$ cat src/source/cache_pkg.sv
package cache_pkg;

    // ------------------------------
    // Cache geometry
    // ------------------------------

    // Width of the tag kept for every line
    localparam int TAG_SIZE = 8;

    // Width of the line index, which selects one entry in every memory
    localparam int INDEX_WIDTH = 4;

    // One line per index value, since the cache is direct mapped
    localparam int CACHE_DEPTH = 1 << INDEX_WIDTH;

    // Each line carries a single data word
    localparam int WORD_WIDTH = 32;

    typedef logic [TAG_SIZE - 1:0]    tag_t;
    typedef logic [INDEX_WIDTH - 1:0] index_t;
    typedef logic [WORD_WIDTH - 1:0]  word_t;

    // ------------------------------
    // Request and response bundles
    // ------------------------------

    // Full word address, the tag sits in the upper bits
    typedef struct packed {
        tag_t   tag;
        index_t index;
    } cache_addr_t;

    // Single-cycle lookup strobe with the address to look up
    typedef struct packed {
        logic        read;
        cache_addr_t addr;
    } lookup_req_t;

    // Single-cycle fill strobe, it replaces the whole line at addr.index
    typedef struct packed {
        logic        write;
        cache_addr_t addr;
        word_t       data;
    } fill_req_t;

    // Lookup answer, data is forced to zero when the lookup misses
    typedef struct packed {
        logic  valid;
        logic  hit;
        word_t data;
    } lookup_resp_t;

    // Line pushed out by a fill, handed to the write-back path
    typedef struct packed {
        logic        valid;
        cache_addr_t addr;
        word_t       data;
    } victim_t;

endpackage : cache_pkg

$ cat src/source/dual_port_memory.sv
module dual_port_memory import cache_pkg::*; #(
    // Payload stored in every entry, tags and data words share this module
    parameter type entry_t = word_t
) (
    input  logic   clk_i,

    // Port 0 reads and writes
    input  index_t port0_index_i,
    input  entry_t port0_entry_i,
    input  logic   port0_write_i,
    input  logic   port0_read_i,
    output entry_t port0_entry_o,

    // Port 1 only reads
    input  index_t port1_index_i,
    input  logic   port1_read_i,
    output entry_t port1_entry_o
);

    // ------------------------------
    // Storage array
    // ------------------------------

    // One entry per cache line
    // The array has no reset, so the valid bits decide which entries mean anything
    entry_t memory_q [CACHE_DEPTH - 1:0];

    // Write and read on the same port at the same edge
    // The nonblocking write lands after the read, so the read sees the old entry
    // This is what lets a fill pick up the line it is about to replace
    always_ff @(posedge clk_i) begin : port0_access
        if (port0_write_i) begin
            memory_q[port0_index_i] <= port0_entry_i;
        end
        if (port0_read_i) begin
            port0_entry_o <= memory_q[port0_index_i];
        end
    end : port0_access

    // Lookups read here
    // A lookup on the same edge as a fill to the same index also gets the old entry
    // The output holds its last value while no read is requested
    always_ff @(posedge clk_i) begin : port1_access
        if (port1_read_i) begin
            port1_entry_o <= memory_q[port1_index_i];
        end
    end : port1_access

endmodule : dual_port_memory

$ cat src/source/valid_memory.sv
module valid_memory import cache_pkg::*; (
    input  logic   clk_i,
    input  logic   reset_i,

    // Fill side, marks a line valid
    input  logic   set_i,
    input  index_t set_index_i,

    // Invalidate side, drops a single line
    input  logic   clear_i,
    input  index_t clear_index_i,

    // Read port that follows the fills
    input  logic   port0_read_i,
    input  index_t port0_index_i,
    output logic   port0_valid_o,

    // Read port that follows the lookups
    input  logic   port1_read_i,
    input  index_t port1_index_i,
    output logic   port1_valid_o
);

    // ------------------------------
    // Valid bit per line
    // ------------------------------

    logic [CACHE_DEPTH - 1:0] valid_q;

    // The clear is applied first so that a set to the same index overrides it
    // A fill and an invalidate on one edge therefore leave the line valid
    always_ff @(posedge clk_i) begin : valid_bits
        if (reset_i) begin
            valid_q <= '0;
        end else begin
            if (clear_i) begin
                valid_q[clear_index_i] <= 1'b0;
            end
            if (set_i) begin
                valid_q[set_index_i] <= 1'b1;
            end
        end
    end : valid_bits

    // ------------------------------
    // Registered reads
    // ------------------------------

    // Same one cycle delay as the tag and data memories so the three line up
    // Reads see the bits from before the edge, matching read-before-write
    always_ff @(posedge clk_i) begin : read_ports
        if (reset_i) begin
            port0_valid_o <= 1'b0;
            port1_valid_o <= 1'b0;
        end else begin
            if (port0_read_i) begin
                port0_valid_o <= valid_q[port0_index_i];
            end
            if (port1_read_i) begin
                port1_valid_o <= valid_q[port1_index_i];
            end
        end
    end : read_ports

endmodule : valid_memory

$ cat src/source/hit_detector.sv
module hit_detector import cache_pkg::*; (
    input  logic         clk_i,
    input  logic         reset_i,

    // Lookup as it enters the memories
    input  lookup_req_t  lookup_i,

    // Line contents one cycle later, from the read-only ports
    input  tag_t         stored_tag_i,
    input  word_t        stored_data_i,
    input  logic         stored_valid_i,

    output lookup_resp_t response_o
);

    // ------------------------------
    // First stage, lookup in flight
    // ------------------------------

    // Strobe delayed to line up with the registered memory reads
    logic pending_q;

    // Requested tag, kept for the comparison in the next cycle
    tag_t tag_q;

    always_ff @(posedge clk_i) begin : lookup_stage
        // The tag is plain payload and only matters while pending_q is high
        tag_q <= lookup_i.addr.tag;
        if (reset_i) begin
            pending_q <= 1'b0;
        end else begin
            pending_q <= lookup_i.read;
        end
    end : lookup_stage

    // ------------------------------
    // Second stage, compare
    // ------------------------------

    // Unwritten lines may hold any tag, the valid bit masks them out
    logic hit_c;

    assign hit_c = stored_valid_i && (stored_tag_i == tag_q);

    lookup_resp_t response_q;

    always_ff @(posedge clk_i) begin : response_stage
        // Data goes to zero on a miss so a stale word never leaks out
        response_q.data <= hit_c ? stored_data_i : '0;
        if (reset_i) begin
            response_q.valid <= 1'b0;
            response_q.hit   <= 1'b0;
        end else begin
            // One pulse per lookup, and hit is only raised together with valid
            response_q.valid <= pending_q;
            response_q.hit   <= pending_q && hit_c;
        end
    end : response_stage

    assign response_o = response_q;

endmodule : hit_detector

$ cat src/source/eviction_builder.sv
module eviction_builder import cache_pkg::*; (
    input  logic      clk_i,
    input  logic      reset_i,

    // Fill as it enters the memories
    input  fill_req_t fill_i,

    // Old line contents read by port 0 on the fill edge
    input  tag_t      old_tag_i,
    input  word_t     old_data_i,
    input  logic      old_valid_i,

    output victim_t   victim_o
);

    // ------------------------------
    // Fill in flight
    // ------------------------------

    // Strobe delayed by one cycle, in step with the port 0 read registers
    logic pending_q;

    // Index of the replaced line, the memories return only its tag
    index_t index_q;

    always_ff @(posedge clk_i) begin : fill_stage
        index_q <= fill_i.addr.index;
        if (reset_i) begin
            pending_q <= 1'b0;
        end else begin
            pending_q <= fill_i.write;
        end
    end : fill_stage

    // ------------------------------
    // Victim report
    // ------------------------------

    // Without dirty tracking every valid line that gets replaced is reported
    // A fill into an empty line raises nothing
    always_comb begin : victim_build
        victim_o.valid      = pending_q && old_valid_i;
        victim_o.addr.tag   = old_tag_i;
        victim_o.addr.index = index_q;
        victim_o.data       = old_data_i;
    end : victim_build

endmodule : eviction_builder

$ cat src/source/cache_lookup_top.sv
module cache_lookup_top import cache_pkg::*; (
    input  logic         clk_i,
    input  logic         reset_i,

    // Single-cycle strobes, nothing here can stall
    input  lookup_req_t  lookup_i,
    input  fill_req_t    fill_i,
    input  logic         invalidate_i,
    input  index_t       invalidate_index_i,

    output lookup_resp_t response_o,
    output victim_t      victim_o
);

    // ------------------------------
    // Line storage
    // ------------------------------

    // Port 0 outputs carry the line a fill is replacing
    tag_t  old_tag;
    word_t old_data;
    logic  old_valid;

    // Port 1 outputs carry the line a lookup asked for
    tag_t  stored_tag;
    word_t stored_data;
    logic  stored_valid;

    // The fill strobe both writes and reads port 0, so the old line comes out
    dual_port_memory #(
        .entry_t ( tag_t )
    ) tag_memory (
        .clk_i         ( clk_i              ),
        .port0_index_i ( fill_i.addr.index  ),
        .port0_entry_i ( fill_i.addr.tag    ),
        .port0_write_i ( fill_i.write       ),
        .port0_read_i  ( fill_i.write       ),
        .port0_entry_o ( old_tag            ),
        .port1_index_i ( lookup_i.addr.index ),
        .port1_read_i  ( lookup_i.read      ),
        .port1_entry_o ( stored_tag         )
    );

    // Same wiring as the tags, only the payload differs
    dual_port_memory #(
        .entry_t ( word_t )
    ) data_memory (
        .clk_i         ( clk_i              ),
        .port0_index_i ( fill_i.addr.index  ),
        .port0_entry_i ( fill_i.data        ),
        .port0_write_i ( fill_i.write       ),
        .port0_read_i  ( fill_i.write       ),
        .port0_entry_o ( old_data           ),
        .port1_index_i ( lookup_i.addr.index ),
        .port1_read_i  ( lookup_i.read      ),
        .port1_entry_o ( stored_data        )
    );

    valid_memory valid_memory_i (
        .clk_i         ( clk_i               ),
        .reset_i       ( reset_i             ),
        .set_i         ( fill_i.write        ),
        .set_index_i   ( fill_i.addr.index   ),
        .clear_i       ( invalidate_i        ),
        .clear_index_i ( invalidate_index_i  ),
        .port0_read_i  ( fill_i.write        ),
        .port0_index_i ( fill_i.addr.index   ),
        .port0_valid_o ( old_valid           ),
        .port1_read_i  ( lookup_i.read       ),
        .port1_index_i ( lookup_i.addr.index ),
        .port1_valid_o ( stored_valid        )
    );

    // ------------------------------
    // Lookup and eviction paths
    // ------------------------------

    hit_detector hit_detector_i (
        .clk_i          ( clk_i        ),
        .reset_i        ( reset_i      ),
        .lookup_i       ( lookup_i     ),
        .stored_tag_i   ( stored_tag   ),
        .stored_data_i  ( stored_data  ),
        .stored_valid_i ( stored_valid ),
        .response_o     ( response_o   )
    );

    eviction_builder eviction_builder_i (
        .clk_i       ( clk_i     ),
        .reset_i     ( reset_i   ),
        .fill_i      ( fill_i    ),
        .old_tag_i   ( old_tag   ),
        .old_data_i  ( old_data  ),
        .old_valid_i ( old_valid ),
        .victim_o    ( victim_o  )
    );

endmodule : cache_lookup_top

$ cat config.mk
export PLATFORM = sky130hd
export DESIGN_NAME = cache_lookup_top
export DESIGN_NICKNAME = d
export VERILOG_FILES = /design/src/source/cache_pkg.sv /design/src/source/dual_port_memory.sv /design/src/source/valid_memory.sv /design/src/source/hit_detector.sv /design/src/source/eviction_builder.sv /design/src/source/cache_lookup_top.sv
export SDC_FILE = /design/constraint.sdc
export NUM_CORES = 1
export LEC_CHECK = 0
export BUFFER_PORTS_ARGS = -buffer_cell sky130_fd_sc_hd__buf_2
export CAP_MARGIN = 20
export CORE_MARGIN = 2
export CORE_UTILIZATION = 55
export CTS_CLUSTER_SIZE = 28
export DETAILED_ROUTE_END_ITERATION = 7
export PLACE_DENSITY = 0.77
export SLEW_MARGIN = 10
export SYNTH_ARGS = -nofsm -noshare
export SYNTH_HDL_FRONTEND = slang
export SYNTH_SLANG_ARGS = --single-unit
$ cat constraint.sdc
create_clock -name clk_i -period 5.65 [get_ports clk_i]
set_input_delay 0.8475 -clock clk_i [delete_from_list [all_inputs] [get_ports clk_i]]
set_output_delay 0.8475 -clock clk_i [all_outputs]
set_load 0.05 [all_outputs]
Word-level counts from Yosys, hierarchy flattened
Memory sizes are Yosys's and may differ from the RTL's. A register that Yosys moved wholly into a read port is not among the register bits.
Cells that the tools add are included.

word-level totals
  bits in registers = 66
  memory bits (writable) = 640
  bits of input ports = 65
  output and inout bits = 79
  memories kept = 2

operators by class
  order comparisons = 5
  equality and inequality tests = 1
  multiplexer cells = 13
  bitwise gates (word level) = 3
  reductions and logical operators = 5

memory list
  name                  words  bits a word  read ports  clocked after memory_dff  wr ports  RTL line                text
  data_memory.memory_q  16     32           2           2                         1         dual_port_memory.sv:26  entry_t memory_q [CACHE_DEPTH - 1:0];
  tag_memory.memory_q   16     8            2           2                         1         dual_port_memory.sv:26

operators with widths
  operator                                                                number
  16-bit 2-to-1 mux                                                       3
  16-bit bitwise AND                                                      1
  16-bit NOT                                                              1
  16-bit bitwise OR                                                       1
  4-bit by 5-bit < comparator with 1-bit output (second input constant)   3
  1-bit binary-select mux with 4-bit select                               2
  1-bit demux with 4-bit select                                           2
  8-bit == test                                                           1
  4-bit by 1-bit >= comparator with 1-bit output (second input constant)  2
  1-bit 2-to-1 mux                                                        6
  1-bit logical AND                                                       5

Depth between registers and ports, before layout
  word-level depth = 10
  mapped depth = 8
  depth with buffers taken out = 4

Modules after synthesis
From an unflattened synthesis, not the netlist that was laid out.

second synthesis, totals
  cells, all modules = 1749
  area total of the unflattened synthesis = 34202.8 um^2

modules (own cells, without submodules)
  module                          times used  cells each  area each (um^2)  sequential area each (um^2)
  dual_port_memory (data_memory)  1           1143        24837.6           17296.6
  dual_port_memory (tag_memory)   1           308         6338.6            4324.1
  hit_detector                    1           131         1555.2            860.8
  valid_memory                    1           120         1051.0            360.3
  eviction_builder                1           47          420.4             100.1

Worst setup path before layout
OpenSTA, ideal clock, no wires.

  path kind = input-to-reg
  start point = input port fill_i[33] (netlist name)
  end point = memory data_memory.memory_q[6][0] (netlist name), enable pin
  library setup time = 489 ps
  data arrival time = 4515 ps
  required time = 5161 ps
  path slack = 645 ps
  stages = 6
  buffers on the path = 4
  cells stage by stage = buf_2 -> buf_2 -> buf_2 -> buf_2 -> nand2_1 -> nor3_1

RTL lines
  element             RTL line                text
  start: declaration  cache_lookup_top.sv:7   input fill_req_t fill_i,
  end: declaration    dual_port_memory.sv:26

No word-level cell before the write port.

Worst setup path after layout
  start point = input port fill_i[35] (netlist name)
  end point = memory data_memory.memory_q[14][7] (netlist name), enable pin

No word-level cell before the write port.

==> summary.txt <==
Run status
  • Outcome: completed

Run
  • Max-cap viol count: 0

Detailed routing
  • Detail Route Antenna Nets: 0
  • Routed vias/inst: 6.819
  • Average detailed-routed wire length per instance: 32.63 um
  • Number of DRC violations after detailed-routing iteration 0: 1974
  • Pre-antenna DRT Iters: 5
  • Total vias in the final route: 16810
  • DRC Markers: 0
  • Overall routed net length: 80.43 mm

Power
  • Worst-case vdd ir drop: 0.0002721 V
  • Pint: 10.12 mW
  • Share of total power consumed by net switching: 0.2169
  • Total power density per cell area: 341.6 nW/um^2
  • Sequential share of power: 0.510
  • Comb power frac: 0.074
  • P_leak: 12.33 nW
  • Net switching power: 2.803 mW
  • Overall power: 12.92 mW
  • Clock Power Share: 0.416

Timing
  • Worst hold margin: 0.3239 ns
  • Top achievable clock speed: 0.3226 GHz
  • Sum of negative setup slack: 0 ns
  • Number of failing setup endpoints in the final timing report: 0
  • Setup repair after global routing missed its margin: no
  • Final hold violation count: 0
  • Worst clock skew on the final layout: 0.02457 ns
  • Final worst-path cycle share: 0.5487
  • Slew Viols, Final: 0
  • Slew at the pin closest to its max-slew limit: 1.125 ns
  • Min Clock Period, post-route: 3.100 ns
  • Relative slew slack: 0.2502

Logic synthesis
  • Seq cells post-synth: 786
  • Number of enable flip-flop cells after synthesis: 720
  • Number of different library cells in the post-synthesis netlist: 33
  • Dominant cells by area after synthesis: sky130_fd_sc_hd__edfxtp_1 (64%), sky130_fd_sc_hd__mux4_2 (26%), sky130_fd_sc_hd__dfxtp_1 (3.9%)
  • Flip-flop cell with the highest count after synthesis: sky130_fd_sc_hd__edfxtp_1
  • Area of the mapped netlist: 33710 um^2
  • Gate count after technology mapping: 1454
  • Net count after synthesis: 1519
  • Area share of the leading cell type in the synthesized netlist: 0.6413
  • Average size of a mapped cell: 23.19 um^2
  • Synth top cells by count: sky130_fd_sc_hd__edfxtp_1 (720), sky130_fd_sc_hd__mux4_2 (385), sky130_fd_sc_hd__dfxtp_1 (66)
  • Cell type contributing the most total cell area after synthesis: sky130_fd_sc_hd__edfxtp_1
  • Post-synthesis async set-or-reset flop share: 0
  • Yosys warnings: 0
  • Seq/Total Area, Yosys: 0.6805
  • Most instantiated library cell after synthesis: sky130_fd_sc_hd__edfxtp_1

Finish
  • Filler instances: 3985
  • Reg area: 22940 um^2
  • Footprint of the multi-input gates: 10080 um^2
  • Ratio of cells with drive above 1 in the final layout: 0.4232
  • Final-stage net count: 1680
  • Synth-to-layout area growth: 12.22%

Clock tree
  • Total clock buffers created by CTS: 79
  • CTS tree: yes
  • Clock-pin slew reported for the worst setup and hold paths after clock tree synthesis: 0.06 ns
  • Setup fix buffers added after clock tree synthesis: 0
  • Worst skew pair latency: 0.63 ns
  • Maximum buffer depth of the clock tree: 3
  • Clock root buffer master: sky130_fd_sc_hd__clkbuf_16
  • # H-tree levels: 3
  • # clock sinks: 786
  • Cells resized by post-CTS repair: 0
  • Hold-fix buffers at CTS: 0

Global route
  • GR Overflow Total: 0
  • Global routing usage summed across all routing layers: 0.2622
  • Global-route wire length before repair: 118.8 mm
  • Initial antenna violation count: 7
  • Maximum number of pins on one net before global-route repair: 96
  • Via count of the first global-routing pass: 17829

Die
  • Starting density of the core: 0.5575
  • IO Count: 144
  • Die X: 251.6 um
  • Die Height: 251.6 um
  • Cell row count: 90
  • DIE AREA: 63300 um^2
  • Std-Cell Core Area: 60470 um^2

Setup path
  • CP max FO: 57
  • Startpoint of the worst setup timing path: fill_i[35]
  • Critical Path Start Type: input pin
  • WP data arrival: 3.37 ns
  • Worst EP required: 5.92 ns
  • Beginning of the worst register-to-register path: tag_memory.port1_entry_o[7]
  • Category of the critical setup timing path: in2reg
  • Kind of capture point of the worst setup path: flip-flop

Place
  • Routability congestion estimate: 0.8177
  • Total half-perimeter wirelength after legalization and detailed placement: 44.10 mm
  • Port Buffers: 143

Min path
  • Startpoint of the lowest-slack hold path: lookup_i[8]
  • Classification of the worst-slack hold path: in2reg
[cells by family after synthesis]
logic type	Yosys count	share of synthesized area
flops	786	0.6805
xor+xnor	8	0.002078
buf+inv	119	0.02138
mux	411	0.2746
simple gates	96	0.01559
compound gates	34	0.005901
[state kept, by name (all words and copies together) (netlist names)]
| register | cells |
|---|---|
| eviction_builder_i.index_q | 4 |
| hit_detector_i.tag_q | 8 |
| hit_detector_i.pending_q | 1 |
| hit_detector_i.response_o | 34 |
| tag_memory.port1_entry_o | 8 |
| tag_memory.port0_entry_o | 8 |
| eviction_builder_i.pending_q | 1 |
| valid_memory_i.port1_valid_o | 1 |
| data_memory.port0_entry_o | 32 |
| data_memory.port1_entry_o | 32 |
| data_memory.memory_q | 512 |
| valid_memory_i.valid_q | 16 |
| valid_memory_i.port0_valid_o | 1 |
| tag_memory.memory_q | 128 |
[stage by stage]
| stage | utilization | worst slack (ns) | cells | cell area, um^2 |
|---|---|---|---|---|
| after global placement | 0.5808 | 2.005 | 2314 | 35120 |
| after CTS | 0.6249 | 2.585 | 2460 | 37790 |
| after floorplan | - | 0.6452 | 1454 | 33710 |
| after global routing | 0.6256 | 2.512 | 2464 | 37830 |
| final | 0.6257 | 2.550 | 2465 | 37830 |
| after detailed placement | 0.5808 | 1.928 | 2314 | 35120 |
[path summary, 6_finish.rpt]
kind / endpoint / slack (ns) / cells past startpoint
hold reg to reg: hit_detector_i.response_o[25] / 0.44 / 1
setup / recovery: data_memory.memory_q[14][7] / 2.55 / 4
hold / removal: hit_detector_i.tag_q[4] / 0.32 / 1
setup reg to reg: hit_detector_i.response_o[31] / 3.87 / 5
[worst max-delay path: stages]
cell                      delay (ns)
sky130_fd_sc_hd__buf_4          0.79
sky130_fd_sc_hd__nand4_1        0.36
sky130_fd_sc_hd__inv_2          0.81
sky130_fd_sc_hd__buf_4          0.50
[per-layer routing]
| layer | wire, um | global-route usage |
|---|---|---|
| met5 | 41 | 0 |
| met4 | 1893 | 0.08163 |
| met3 | 7574 | 0.05942 |
| met2 | 40560 | 0.4275 |
| met1 | 30360 | 0.3587 |
[layout make-up]
type                    instances  area share
diodes                          3   0.0001984
clock buffers                 106     0.05850
clock inverters                40     0.01191
inverters                      16    0.001587
multi-input cells             549      0.2663
flip-flops and latches        786      0.6064
well taps                     782     0.02586
repair buffers                183     0.02923
[power groups by stage]
stage               logic [mW]  clock network, mW  registers [mW]
detailed placement       0.954                  0            6.72
global placement         0.940                  0            6.70
CTS                      0.958               5.44            6.60
floorplan                0.577                  0            6.79
finish                   0.952               5.37            6.60
global route              1.01               5.66            6.61
[cells in the final DEF, fill, tap and decap left out, types with 5 or more instances in the layout]
master | Yosys | routed
sky130_fd_sc_hd__mux2i_1 | 6 | 6
sky130_fd_sc_hd__clkbuf_16 | 0 | 83
sky130_fd_sc_hd__nor2b_1 | 6 | 6
sky130_fd_sc_hd__o21ai_0 | 12 | 12
sky130_fd_sc_hd__clkbuf_8 | 0 | 5
sky130_fd_sc_hd__nor2_1 | 14 | 14
sky130_fd_sc_hd__nor3_2 | 0 | 5
sky130_fd_sc_hd__nand2b_1 | 5 | 5
sky130_fd_sc_hd__and2_1 | 35 | 35
sky130_fd_sc_hd__a21oi_1 | 12 | 12
sky130_fd_sc_hd__buf_2 | 31 | 136
sky130_fd_sc_hd__inv_2 | 0 | 12
sky130_fd_sc_hd__nand2_1 | 11 | 11
sky130_fd_sc_hd__bufinv_16 | 0 | 9
sky130_fd_sc_hd__edfxtp_1 | 720 | 720
sky130_fd_sc_hd__xnor2_1 | 8 | 8
sky130_fd_sc_hd__mux4_2 | 385 | 385
sky130_fd_sc_hd__dfxtp_1 | 66 | 66
sky130_fd_sc_hd__buf_4 | 1 | 39
sky130_fd_sc_hd__mux4_1 | 20 | 20
sky130_fd_sc_hd__nand3_1 | 9 | 9
sky130_fd_sc_hd__clkbuf_1 | 27 | 18
sky130_fd_sc_hd__clkinv_2 | 0 | 18
No activity file was read; power rests on OpenSTA's default activity.
